--- src/verilog/fwht_macros.svh ---
/* Build-time packet size and widths for the in-place FWHT.
   FWHT_ACC_W covers input width plus log2 growth up to 64 points. */

`ifndef FWHT_MACROS_SVH
`define FWHT_MACROS_SVH

// Log2 of points per packet
`define FWHT_LOG2N 4

// Points per packet, always a power of two
`define FWHT_POINTS (1 << `FWHT_LOG2N)

// Input component width, signed
`define FWHT_IN_W 18

// Internal and output component width, signed
`define FWHT_ACC_W 24

`endif

--- src/verilog/fwht_pkg.sv ---
/* Shared types for the FWHT memory subsystem.
   Widths follow the build-time macros. */

package fwht_pkg;

`include "fwht_macros.svh"

	// Component types
	typedef logic signed [`FWHT_IN_W-1:0]  in_t;
	typedef logic signed [`FWHT_ACC_W-1:0] acc_t;

	// Point address and bank row (address minus its lowest bit)
	typedef logic [`FWHT_LOG2N-1:0] addr_t;
	typedef logic [`FWHT_LOG2N-2:0] row_t;

	// Complex sample in accumulator width
	typedef struct packed {
		acc_t re;
		acc_t im;
	} sample_t;

	// Input beat, plain strobes
	typedef struct packed {
		logic valid;
		logic sop;
		in_t  re;
		in_t  im;
	} in_beat_t;

	// Output beat
	typedef struct packed {
		logic    valid;
		logic    sop;
		logic    eop;
		sample_t data;
	} out_beat_t;

	// Bank write port
	typedef struct packed {
		logic    en;
		row_t    row;
		sample_t data;
	} bank_wr_t;

	// Bank read port, data returns one cycle later
	typedef struct packed {
		logic en;
		row_t row;
	} bank_rd_t;

	// Top sequencing
	typedef enum logic [1:0] {
		ST_IDLE,
		ST_SINK,
		ST_XFORM,
		ST_SOURCE
	} fwht_state_t;

endpackage

--- src/verilog/fwht_bank.sv ---
/* Half-packet RAM bank, one write and one registered read port.
   Read and write of the same row in one cycle returns the old data. */

`timescale 1ns/100ps

`include "fwht_macros.svh"

module fwht_bank
	import fwht_pkg::*;
(
	input  logic     clk,
	input  bank_wr_t wr,
	input  bank_rd_t rd,
	output sample_t  rd_data
);

	// One row per address pair
	sample_t mem [`FWHT_POINTS/2];

	// Write port
	always_ff @(posedge clk)
	begin
		if (wr.en)
		begin
			mem[wr.row] <= wr.data;
		end
	end

	// Registered read, data valid the cycle after en
	always_ff @(posedge clk)
	begin
		if (rd.en)
		begin
			rd_data <= mem[rd.row];
		end
	end

endmodule

--- src/verilog/fwht_sink.sv ---
/* Writes one packet of FWHT_POINTS valid beats into the two banks.
   Counter restarts whenever active drops. */

`timescale 1ns/100ps

`include "fwht_macros.svh"

module fwht_sink
	import fwht_pkg::*;
(
	input  logic     clk,
	input  logic     rst_n,
	input  logic     active,
	input  in_beat_t in_beat,
	output bank_wr_t wr0,
	output bank_wr_t wr1,
	output logic     sink_done
);

	addr_t   cnt;
	logic    running;
	logic    accept;
	logic    bank;
	logic    wr_en0;
	logic    wr_en1;
	row_t    wr_row;
	sample_t wr_data;

	// Sop opens the packet, later beats need only valid
	assign accept = active && in_beat.valid && (running || in_beat.sop);

	// Bank by address parity
	assign bank = ^cnt;

	always_ff @(posedge clk)
	begin
		if (!rst_n || !active)
		begin
			cnt       <= '0;
			running   <= 1'b0;
			wr_en0    <= 1'b0;
			wr_en1    <= 1'b0;
			sink_done <= 1'b0;
		end
		else
		begin
			wr_en0    <= accept && !bank;
			wr_en1    <= accept && bank;
			sink_done <= accept && (cnt == addr_t'(`FWHT_POINTS-1));
			if (accept)
			begin
				cnt     <= (cnt == addr_t'(`FWHT_POINTS-1)) ? '0 : cnt + 1'b1;
				running <= (cnt != addr_t'(`FWHT_POINTS-1));
			end
		end
	end

	// Payload, sign-extended to accumulator width
	always_ff @(posedge clk)
	begin
		wr_row     <= row_t'(cnt >> 1);
		wr_data.re <= acc_t'(in_beat.re);
		wr_data.im <= acc_t'(in_beat.im);
	end

	assign wr0 = '{en: wr_en0, row: wr_row, data: wr_data};
	assign wr1 = '{en: wr_en1, row: wr_row, data: wr_data};

endmodule

--- src/verilog/fwht_butterfly.sv ---
/* In-place radix-2 stage loop with unit twiddles (Walsh-Hadamard).
   Pair a/b always sits in opposite banks; three pairs in flight. */

`timescale 1ns/100ps

`include "fwht_macros.svh"

module fwht_butterfly
	import fwht_pkg::*;
(
	input  logic     clk,
	input  logic     rst_n,
	input  logic     start,
	output bank_rd_t rd0,
	output bank_rd_t rd1,
	input  sample_t  rd_data0,
	input  sample_t  rd_data1,
	output bank_wr_t wr0,
	output bank_wr_t wr1,
	output logic     xform_done
);

	localparam int STAGE_W = $clog2(`FWHT_LOG2N);

	// Address with bit v inserted at position s
	function automatic addr_t insert_bit(input row_t p, input logic [STAGE_W-1:0] s,
		input logic v);
		addr_t low_mask;
		addr_t hi_mask;
		low_mask = (addr_t'(1) << s) - addr_t'(1);
		hi_mask  = ~(low_mask | (addr_t'(1) << s));
		return ((addr_t'(p) << 1) & hi_mask) | (addr_t'(p) & low_mask) |
			(addr_t'(v) << s);
	endfunction

	logic               reading;
	logic               draining;
	row_t               pair_cnt;
	logic [STAGE_W-1:0] stage_cnt;
	logic [1:0]         drain_cnt;
	addr_t              addr_a;
	addr_t              addr_b;
	logic               swap;

	// Pipeline, stage 1 follows the read, stage 2 holds results
	logic    vld1, vld2;
	row_t    row_a1, row_b1, row_a2, row_b2;
	logic    swap1, swap2;
	sample_t x, y;
	sample_t sum2, diff2;

	// ------------------------------------------------------------------
	// Stage and pair sequencing
	// ------------------------------------------------------------------
	always_ff @(posedge clk)
	begin
		if (!rst_n)
		begin
			reading    <= 1'b0;
			draining   <= 1'b0;
			pair_cnt   <= '0;
			stage_cnt  <= '0;
			drain_cnt  <= '0;
			xform_done <= 1'b0;
		end
		else
		begin
			xform_done <= 1'b0;
			if (start)
			begin
				reading   <= 1'b1;
				pair_cnt  <= '0;
				stage_cnt <= '0;
			end
			else if (reading)
			begin
				pair_cnt <= pair_cnt + 1'b1;
				if (pair_cnt == row_t'(`FWHT_POINTS/2-1))
				begin
					reading   <= 1'b0;
					draining  <= 1'b1;
					drain_cnt <= '0;
				end
			end
			else if (draining)
			begin
				// Three cycles so the last write lands first
				drain_cnt <= drain_cnt + 1'b1;
				if (drain_cnt == 2'd2)
				begin
					draining <= 1'b0;
					if (stage_cnt == STAGE_W'(`FWHT_LOG2N-1))
					begin
						xform_done <= 1'b1;
					end
					else
					begin
						stage_cnt <= stage_cnt + 1'b1;
						reading   <= 1'b1;
						pair_cnt  <= '0;
					end
				end
			end
		end
	end

	// Pair addresses, a has bit s clear
	assign addr_a = insert_bit(pair_cnt, stage_cnt, 1'b0);
	assign addr_b = insert_bit(pair_cnt, stage_cnt, 1'b1);
	assign swap   = ^addr_a;

	// Reads go to both banks every cycle of a stage
	assign rd0 = '{en: reading, row: swap ? row_t'(addr_b >> 1) : row_t'(addr_a >> 1)};
	assign rd1 = '{en: reading, row: swap ? row_t'(addr_a >> 1) : row_t'(addr_b >> 1)};

	// ------------------------------------------------------------------
	// Add/subtract pipeline
	// ------------------------------------------------------------------
	always_ff @(posedge clk)
	begin
		if (!rst_n)
		begin
			vld1 <= 1'b0;
			vld2 <= 1'b0;
		end
		else
		begin
			vld1 <= reading;
			vld2 <= vld1;
		end
	end

	// Undo the parity swap on read data
	assign x = swap1 ? rd_data1 : rd_data0;
	assign y = swap1 ? rd_data0 : rd_data1;

	always_ff @(posedge clk)
	begin
		row_a1   <= row_t'(addr_a >> 1);
		row_b1   <= row_t'(addr_b >> 1);
		swap1    <= swap;
		row_a2   <= row_a1;
		row_b2   <= row_b1;
		swap2    <= swap1;
		sum2.re  <= x.re + y.re;
		sum2.im  <= x.im + y.im;
		diff2.re <= x.re - y.re;
		diff2.im <= x.im - y.im;
	end

	// Sum back to a, difference back to b, each in its own bank
	assign wr0 = swap2 ? '{en: vld2, row: row_b2, data: diff2}
		: '{en: vld2, row: row_a2, data: sum2};
	assign wr1 = swap2 ? '{en: vld2, row: row_a2, data: sum2}
		: '{en: vld2, row: row_b2, data: diff2};

endmodule

--- src/verilog/fwht_source.sv ---
/* Natural-order readout, one address per cycle after start.
   Flags and bank select line up with bank read data. */

`timescale 1ns/100ps

`include "fwht_macros.svh"

module fwht_source
	import fwht_pkg::*;
(
	input  logic     clk,
	input  logic     rst_n,
	input  logic     start,
	output bank_rd_t rd0,
	output bank_rd_t rd1,
	output logic     bank_sel,
	output logic     first,
	output logic     last,
	output logic     source_done
);

	addr_t addr;
	logic  running;
	logic  bank;
	logic  at_end;

	assign bank   = ^addr;
	assign at_end = (addr == addr_t'(`FWHT_POINTS-1));

	// Address walk
	always_ff @(posedge clk)
	begin
		if (!rst_n)
		begin
			running <= 1'b0;
			addr    <= '0;
		end
		else if (start)
		begin
			running <= 1'b1;
			addr    <= '0;
		end
		else if (running)
		begin
			addr <= addr + 1'b1;
			if (at_end)
			begin
				running <= 1'b0;
			end
		end
	end

	// Only the bank holding this address reads
	assign rd0 = '{en: running && !bank, row: row_t'(addr >> 1)};
	assign rd1 = '{en: running && bank, row: row_t'(addr >> 1)};

	// One cycle delay to match read data
	always_ff @(posedge clk)
	begin
		if (!rst_n)
		begin
			bank_sel    <= 1'b0;
			first       <= 1'b0;
			last        <= 1'b0;
			source_done <= 1'b0;
		end
		else
		begin
			bank_sel    <= bank;
			first       <= running && (addr == '0);
			last        <= running && at_end;
			source_done <= last; // Lines up with out_beat eop in the top
		end
	end

endmodule

--- src/verilog/fwht_mem_top.sv ---
/* In-place FWHT memory top: sink, stage loop, source, one packet at a time.
   No back-pressure; input beats outside idle/sink are dropped. */

`timescale 1ns/100ps

module fwht_mem_top
	import fwht_pkg::*;
(
	input  logic      clk,
	input  logic      rst_n,
	input  in_beat_t  in_beat,
	output out_beat_t out_beat,
	output logic      busy
);

	fwht_state_t state, state_q;

	bank_wr_t bank_wr   [2];
	bank_rd_t bank_rd   [2];
	sample_t  bank_data [2];

	bank_wr_t snk_wr0, snk_wr1;
	bank_wr_t bf_wr0, bf_wr1;
	bank_rd_t bf_rd0, bf_rd1;
	bank_rd_t src_rd0, src_rd1;
	logic     sink_done, xform_done, source_done;
	logic     start_xform, start_source;
	logic     src_bank_sel, src_first, src_last;
	logic     rd_any_q;
	logic     out_valid, out_sop, out_eop;
	sample_t  out_data;

	// ------------------------------------------------------------------
	// Sequencing FSM
	// ------------------------------------------------------------------
	always_ff @(posedge clk)
	begin
		if (!rst_n)
		begin
			state   <= ST_IDLE;
			state_q <= ST_IDLE;
		end
		else
		begin
			state_q <= state;
			case (state)
				ST_IDLE:   if (in_beat.valid && in_beat.sop) state <= ST_SINK;
				ST_SINK:   if (sink_done) state <= ST_XFORM;
				ST_XFORM:  if (xform_done) state <= ST_SOURCE;
				ST_SOURCE: if (source_done) state <= ST_IDLE;
				default:   state <= ST_IDLE;
			endcase
		end
	end

	// Start pulses on state entry
	assign start_xform  = (state == ST_XFORM) && (state_q != ST_XFORM);
	assign start_source = (state == ST_SOURCE) && (state_q != ST_SOURCE);

	assign busy = (state != ST_IDLE);

	// ------------------------------------------------------------------
	// Bank port switching
	// ------------------------------------------------------------------
	always_comb
	begin
		bank_wr[0] = '0;
		bank_wr[1] = '0;
		bank_rd[0] = '0;
		bank_rd[1] = '0;
		case (state)
			ST_SINK:
			begin
				bank_wr[0] = snk_wr0;
				bank_wr[1] = snk_wr1;
			end
			ST_XFORM:
			begin
				bank_wr[0] = bf_wr0;
				bank_wr[1] = bf_wr1;
				bank_rd[0] = bf_rd0;
				bank_rd[1] = bf_rd1;
			end
			ST_SOURCE:
			begin
				bank_rd[0] = src_rd0;
				bank_rd[1] = src_rd1;
			end
			default: ;
		endcase
	end

	for (genvar i = 0; i < 2; i++)
	begin : g_bank
		fwht_bank u_bank (
			.clk     (clk),
			.wr      (bank_wr[i]),
			.rd      (bank_rd[i]),
			.rd_data (bank_data[i])
		);
	end

	fwht_sink u_sink (
		.clk       (clk),
		.rst_n     (rst_n),
		.active    ((state == ST_IDLE) || (state == ST_SINK)),
		.in_beat   (in_beat),
		.wr0       (snk_wr0),
		.wr1       (snk_wr1),
		.sink_done (sink_done)
	);

	fwht_butterfly u_butterfly (
		.clk        (clk),
		.rst_n      (rst_n),
		.start      (start_xform),
		.rd0        (bf_rd0),
		.rd1        (bf_rd1),
		.rd_data0   (bank_data[0]),
		.rd_data1   (bank_data[1]),
		.wr0        (bf_wr0),
		.wr1        (bf_wr1),
		.xform_done (xform_done)
	);

	fwht_source u_source (
		.clk         (clk),
		.rst_n       (rst_n),
		.start       (start_source),
		.rd0         (src_rd0),
		.rd1         (src_rd1),
		.bank_sel    (src_bank_sel),
		.first       (src_first),
		.last        (src_last),
		.source_done (source_done)
	);

	// ------------------------------------------------------------------
	// Output register, two cycles after the source read
	// ------------------------------------------------------------------
	always_ff @(posedge clk)
	begin
		if (!rst_n)
		begin
			rd_any_q  <= 1'b0;
			out_valid <= 1'b0;
			out_sop   <= 1'b0;
			out_eop   <= 1'b0;
		end
		else
		begin
			rd_any_q  <= src_rd0.en || src_rd1.en;
			out_valid <= rd_any_q;
			out_sop   <= src_first;
			out_eop   <= src_last;
		end
	end

	always_ff @(posedge clk)
	begin
		out_data <= src_bank_sel ? bank_data[1] : bank_data[0];
	end

	assign out_beat = '{valid: out_valid, sop: out_sop, eop: out_eop, data: out_data};

endmodule

--- config.mk ---
export PLATFORM = sky130hd
export DESIGN_NAME = fwht_mem_top
export DESIGN_NICKNAME = d
export VERILOG_FILES = /design/src/verilog/fwht_pkg.sv /design/src/verilog/fwht_bank.sv /design/src/verilog/fwht_sink.sv /design/src/verilog/fwht_butterfly.sv /design/src/verilog/fwht_source.sv /design/src/verilog/fwht_mem_top.sv
export VERILOG_INCLUDE_DIRS = /design/src /design/src/verilog
export SDC_FILE = /design/constraint.sdc
export NUM_CORES = 2
export LEC_CHECK = 0
export BUFFER_PORTS_ARGS = -buffer_cell sky130_fd_sc_hd__buf_2
export CAP_MARGIN = 20
export CORE_ASPECT_RATIO = 1.5
export CORE_UTILIZATION = 40
export CTS_BUF_LIST = sky130_fd_sc_hd__clkbuf_8
export DETAILED_ROUTE_END_ITERATION = 8
export MAX_ROUTING_LAYER = met4
export PLACE_DENSITY_LB_ADDON = 0.3
export SKIP_CTS_REPAIR_TIMING = 1
export SYNTH_ARGS = -nofsm -noshare
export SYNTH_HDL_FRONTEND = slang
export SYNTH_SLANG_ARGS = --single-unit
--- constraint.sdc ---
create_clock -name clk -period 12.2 [get_ports clk]
set_clock_uncertainty 0.1 [all_clocks]
set_input_delay 0.61 -clock clk [delete_from_list [all_inputs] [get_ports clk]]
set_output_delay 0.61 -clock clk [all_outputs]
set_load 0.01 [all_outputs]
## Word level (Yosys, flattened, before mapping)

Memories as Yosys holds them, arrays and structs flattened. A register that Yosys moved wholly into a read port is not among the register bits.
Cells that the tools add are included.

- Bits in registers: 233
- Memory bits (writable): 768
- Bits of input ports: 40
- Output and inout port bits: 52
- Word-level logic and storage cells: 159
- Memories kept: 2

Memories:

| memory | depth | width | rd ports | clocked after Yosys merged registers in | wr ports | line | RTL |
|---|---|---|---|---|---|---|---|
| g_bank[0].u_bank.mem | 8 | 48 | 1 | 1 | 1 | fwht_bank.sv:18 | `` sample_t mem [`FWHT_POINTS/2]; `` |
| g_bank[1].u_bank.mem | 8 | 48 | 1 | 1 | 1 | fwht_bank.sv:18 |  |

- $add $sub $neg: 10
- Equal/unequal tests: 17
- Shift operators: 2
- Multiplexer cells: 40
- Bitwise operators: 13
- Reductions and logical operators: 36

Operators by type and width:

| cell | number |
|---|---|
| $pmux W104 S2 | 1 |
| $mux W48 | 3 |
| $mux W51 | 2 |
| $add A24 B24 Y24 | 2 |
| $sub A24 B24 Y24 | 2 |
| $mux W1 | 18 |
| $mux W3 | 6 |
| $or A4 B4 Y4 | 4 |
| $pmux W8 S2 | 1 |
| $mux W2 | 7 |
| $logic_and A1 B1 Y1 | 12 |
| $reduce_xor A4 Y1 | 3 |
| $ne A2 B2 Y1 const B | 5 |
| $add A4 B1 Y4 const B | 2 |
| $eq A2 B2 Y1 const B | 4 |
| $eq A4 B4 Y1 const B | 2 |
| $pmux W2 S4 | 1 |
| $reduce_and A4 Y1 | 2 |
| $shl A1 B2 Y4 const A | 2 |
| $ne A2 B1 Y1 const B | 3 |
| $not A1 Y1 | 6 |
| $reduce_and A3 Y1 | 2 |
| $reduce_bool A2 Y1 | 3 |
| $reduce_or A5 Y1 | 1 |
| other kinds (16) | 24 |

## Depth between registers and ports, before layout

- Depth in word-level cells: 10
- Depth in mapped cells: 16

## Cells and area by module

A second synthesis with hierarchy kept.

- Cells, all modules: 2,974
- Area total of the unflattened synthesis: 47,947.2 um2

Modules (own cells, without submodules):

| module | instances | cells an instance | area an instance (um2) | sequential area each (um2) |
|---|---|---|---|---|
| fwht_bank | 2 | 616 | 16,100.4 | 12,972.4 |
| fwht_butterfly | 1 | 1,142 | 10,004.6 | 2,402.3 |
| fwht_mem_top | 1 | 413 | 3,678.5 | 1,121.1 |
| fwht_sink | 1 | 141 | 1,606.5 | 940.9 |
| fwht_source | 1 | 46 | 456.7 | 180.2 |

## Worst setup path after synthesis

OpenSTA, ideal clock, no wires.

- Path type: register to register
- From: register state[0]
- To: memory g_bank[0].u_bank.mem[5][0] in the netlist's numbering, enable pin
- Data arrival time: 6.256 ns
- Slack: 5.271 ns
- Cell stages (with the launch flop): 9
- Path buffers: 2
- Period minus slack after synthesis: 6.929 ns
- Cell sequence: dfxtp_1 -> inv_1 -> ha_1 -> inv_1 -> clkbuf_1 -> clkbuf_1 -> nor2_1 -> a21oi_1 -> nor4bb_1

- Word-level cells in the longest chain between the ends: 4
- Elaborated cells on any way between the ends: 5

RTL lines:

| item | line | RTL |
|---|---|---|
| from (decl) | fwht_mem_top.sv:16 | `fwht_state_t state, state_q;` |
| from (signal assigned) | fwht_mem_top.sv:40 | `state <= ST_IDLE;` |
| from (signal assigned) | fwht_mem_top.sv:47 | `ST_IDLE: if (in_beat.valid && in_beat.sop) state <= ST_SINK;` |
| from (signal assigned) | fwht_mem_top.sv:48 | `ST_SINK: if (sink_done) state <= ST_XFORM;` |
| $eq A2 B2 Y1 / $eq A2 B1 Y1 (equally long branches) | fwht_mem_top.sv:71 | `case (state)` |
| $pmux W104 S2 (*) | fwht_mem_top.sv:71 |  |
| $mux W1 | fwht_bank.sv:23 | `if (wr.en)` |
| $mux W1 (implied by the code) | fwht_bank.sv:25 | `mem[wr.row] <= wr.data;` |
| to (decl) | fwht_bank.sv:18 |  |

Mark *: on every way between the ends. The rest lies on a longest branch, timed or not.

## Final worst setup path

- From: register u_butterfly.stage_cnt[0]
- To: register g_bank[0].u_bank.rd_data[30] (netlist name)

- Word-level cells in the longest chain between the ends: 10
- Elaborated cells on any way between the ends: 13

RTL lines:

| item | line | RTL |
|---|---|---|
| from (decl) | fwht_butterfly.sv:39 | `logic [STAGE_W-1:0] stage_cnt;` |
| from (signal assigned) | fwht_butterfly.sv:98 | `stage_cnt <= stage_cnt + 1'b1;` |
| $shl A1 B2 Y4 | fwht_butterfly.sv:30, fwht_butterfly.sv:31 |  |
| $sub A4 B1 Y4 | fwht_butterfly.sv:30 | `low_mask = (addr_t'(1) << s) - addr_t'(1);` |
| $or A4 B4 Y4 | fwht_butterfly.sv:31 | `hi_mask = ~(low_mask \| (addr_t'(1) << s));` |
| $not A4 Y4 | fwht_butterfly.sv:31 |  |
| $and A4 B4 Y4 | fwht_butterfly.sv:32 | `return ((addr_t'(p) << 1) & hi_mask) \| (addr_t'(p) & low_mask) \|` |
| $or A4 B4 Y4 | fwht_butterfly.sv:32 |  |
| $or A4 B4 Y4 (*) | fwht_butterfly.sv:32 |  |
| $reduce_xor A4 Y1 (*) | fwht_butterfly.sv:110 | `assign swap = ^addr_a;` |
| via u_butterfly.swap | fwht_butterfly.sv:43 | `logic swap;` |
| $mux W3 (*) | fwht_butterfly.sv:113 | `assign rd0 = '{en: reading, row: swap ? row_t'(addr_b >> 1) : row_t'(addr_a >> 1)};` |
| $pmux W8 S2 (*) | fwht_mem_top.sv:71 |  |

The timed path passes the listed nets; every way through them passes the cells marked *.
A chain may end at the register's enable or synchronous reset.

==> metrics <==
Final Instance Area 54,700 µm²; internal power 6.63 mW; Final min period 5.57 ns; commonest non-fill, non-tap cell in the layout edfxtp_1; clk sinks 1,095; Clock Tree Buf Depth 3; P&R area growth vs syn 11.4%; Nets 3,794; Cells after Synth 3,558; Synth Flop Type edfxtp_1; Ports 92; 1st-iter DRT viols 2,526; power share of the clock group 32.3%; full die area 124,000 µm²; post-route insts no fill 5,376; hold endpoint state[0]$_SDFFE_PN0P_; Switching Fraction 29.7%; final hold vios 0; path depth of the worst reg2reg path 12; Crit Path Category flop to flop; DRT Wirelength 129,000 µm; first-pass GRT wire length 191,000 µm; RR Startpoint u_butterfly.stage_cnt[0]$_SDFFE_PP0P_; worst hold start rst_n; Wirelength per Cell 24.0 µm; Mapped Avg Cell Area 13.8 µm²; number of synthesized flops with an enable pin 864; switching power 2.80 mW; FF/Latch Area 30,600 µm²; Logic pwr share 20.0%; DRC viols 0; core area 122,000 µm²; Slew Limit Headroom 25.7%; total via count in the routed design 31,050; Placer Congestion 0.911; status complete, no violations; Seq/Total Area, Yosys 62.3%; sequential power share 47.7%; Critical Path End Type flop; root buffer cell clkbuf_8; Sum Neg Setup Slack 0 ns; syn nets 3,712; post-synth cell types 77; Final Power 9.43 mW; DPL Wire Length 73,400 µm; Slew Viols, Final 0; mapped cell area 49,100 µm²; hold depth 3; Initial Utilization 40.2%; GRT Total Usage 21.1%; max cap viols 0; Final period util 45.7%; number of port buffers 91; worst-skew pair later-pin latency 0.87 ns; R2R Setup Slk 6.63 ns; critical path peak fanout 50; worst vdd ir 0.000140 V; antenna violations before repair 5; area of the multi-input gates 17,200 µm²; placed insts 5,023; H-tree Lvls 4; required time worst endpoint 12.67 ns; die height 431 µm; pre-CTS WS 6.65 ns; vias in the first global route 30,958; CTS tree done; DR pass1 iterations 8; Least-Margin Pin Slew 1.11 ns; FP Rows 157; Final Worst Setup Slack 6.63 ns; grt ovf 0; synth warn 0; DP Area 51,000 µm²; CTS Buf Count 167; Routed Antenna Nets 0; power per cell area 172 nW/µm²; share of post-route cells with drive strength above 1 16.1%; clock-pin slew on the worst setup and hold paths 0.07 ns; Leakage 18.7 nW; RSZ-0062 raised after global routing false; Final Setup Violations 0; register bit count reported by yosys 1,095; Min-Delay Path Class input pin to flop; startpoint type of the worst setup path flop; Worst Path Arrival 6.04 ns; Via-to-Cell Ratio 5.78; Fillers 10,829; FF-to-FF End g_bank[0].u_bank.rd_data[30]$_DFFE_PP_; die width 288 µm; pin count of the biggest net entering global routing 179; most frequent cells in the layout edfxtp_1 (864), a22oi_1 (245), mux2i_1 (243); Max Freq 180 MHz; FFs w/ async S/R, synth 0%
-- worst max path at each step --
stage               depth (start not counted)                                      to                             startpoint
floorplan                                   8    g_bank[0].u_bank.mem[5][0]$_DFFE_PP_                  state[0]$_SDFFE_PN0P_
global placement                           12  g_bank[0].u_bank.rd_data[30]$_DFFE_PP_  u_butterfly.stage_cnt[0]$_SDFFE_PP0P_
detailed placement                         12  g_bank[0].u_bank.rd_data[33]$_DFFE_PP_  u_butterfly.stage_cnt[0]$_SDFFE_PP0P_
CTS                                        12  g_bank[0].u_bank.rd_data[32]$_DFFE_PP_  u_butterfly.stage_cnt[0]$_SDFFE_PP0P_
global route                               12  g_bank[0].u_bank.rd_data[30]$_DFFE_PP_  u_butterfly.stage_cnt[0]$_SDFFE_PP0P_
finish                                     12  g_bank[0].u_bank.rd_data[30]$_DFFE_PP_  u_butterfly.stage_cnt[0]$_SDFFE_PP0P_
-- metrics by stage --
| step | utilization, % | hold slack, ns |
|---|---|---|
| 2_1_floorplan | - | 0.210 |
| 3_3_place_gp | 41.8 | 0.211 |
| 3_5_place_dp | 41.8 | 0.212 |
| 4_1_cts | 44.5 | -0.361 |
| 5_1_grt | 44.8 | 0.0298 |
| 6_report | 44.8 | 0.0604 |
-- Yosys cell counts (9+ instances only) --
master	number	area, µm²
edfxtp_1	864	25900
a22oi_1	245	1840
mux2i_1	243	2430
dfxtp_1	231	4620
clkbuf_1	178	668
o21ai_0	175	876
nor2_1	162	608
inv_1	112	420
ha_1	110	1380
and2_1	107	669
nand2_1	105	394
mux2_2	93	1050
a21oi_1	87	435
xnor2_1	71	622
nor2b_1	69	432
a22o_1	53	464
o211ai_1	51	383
a222oi_1	50	500
a221oi_1	49	429
a32oi_1	49	429
a221oi_2	48	721
mux4_2	48	1080
o211a_1	47	470
buf_2	39	195
nand2b_1	25	156
nor3_1	25	125
buf_1	24	90.1
o21bai_1	18	135
xor2_1	18	158
nand3_1	12	60.1
o21a_1	10	75.1
a31oi_1	9	56.3
-- flip-flops by register name, indices dropped and copies added, names as in the netlist, 2 cells and up --
signal                 count
out_beat                  48
u_sink.cnt                 4
u_sink.wr_row              3
u_butterfly.pair_cnt       3
u_sink.wr0                36
u_source.addr              4
u_butterfly.drain_cnt      2
u_butterfly.sum2          46
state_q                    2
u_butterfly.row_b2         3
u_butterfly.row_b1         3
g_bank.u_bank.rd_data     96
u_butterfly.stage_cnt      2
u_butterfly.row_a2         3
state                      2
g_bank.u_bank.mem        768
u_butterfly.diff2         48
u_butterfly.row_a1         3
-- final cells by class --
| class | instances | share of cell area (%) |
|---|---|---|
| flip-flops and latches | 1095 | 55.9 |
| clock inverters | 127 | 1.43 |
| diodes | 3 | 0.0137 |
| well taps | 1590 | 3.64 |
| repair buffers | 173 | 2.19 |
| multi-input cells | 2090 | 31.4 |
| clock buffers | 185 | 4.66 |
| inverters | 113 | 0.778 |
-- routing by layer --
layer,part of all wire [%],wire length [µm],global-route usage (%)
met3,5.3,6850,2.93
met1,42,53900,26.4
met4,3.4,4340,8.38
met2,50,63900,34.5
met5,0,0,-
-- power groups by stage --
stage	Combinational, mW	Clock [mW]	Sequential (mW)
floorplan	1.35	0	4.51
global placement	1.85	0	4.57
detailed placement	1.87	0	4.58
CTS	1.88	3.11	4.50
global route	2.06	3.26	4.52
finish	1.88	3.05	4.50
-- cell families (layout without fill, tap and decap cells) --
family | Yosys count | after routing | share of synthesized area (%)
AOI/OAI and AO/OA | 956 | 956 | 15.0
adders and majority gates | 114 | 114 | 2.97
buffers and inverters | 373 | 598 | 3.27
and+or+nand+nor | 546 | 546 | 5.58
other | 0 | 3 | 0
muxes | 384 | 384 | 9.29
xor gates and xnor gates | 90 | 90 | 1.62
DFF | 1095 | 1095 | 62.3
-- worst max-delay path, cell delays in order (launching register included) --
cell and delay, ns:
dfxtp_1 0.48, ha_4 0.62, nor2_1 0.08, a21oi_1 0.17
o22ai_1 0.13, xnor2_2 0.41, nor2_1 0.15, o21ai_4 0.81
buf_4 0.80, buf_4 0.77, mux4_2 0.40, nor2b_1 0.15
a221oi_2 0.05
No activity file was read; power rests on OpenSTA's default activity.
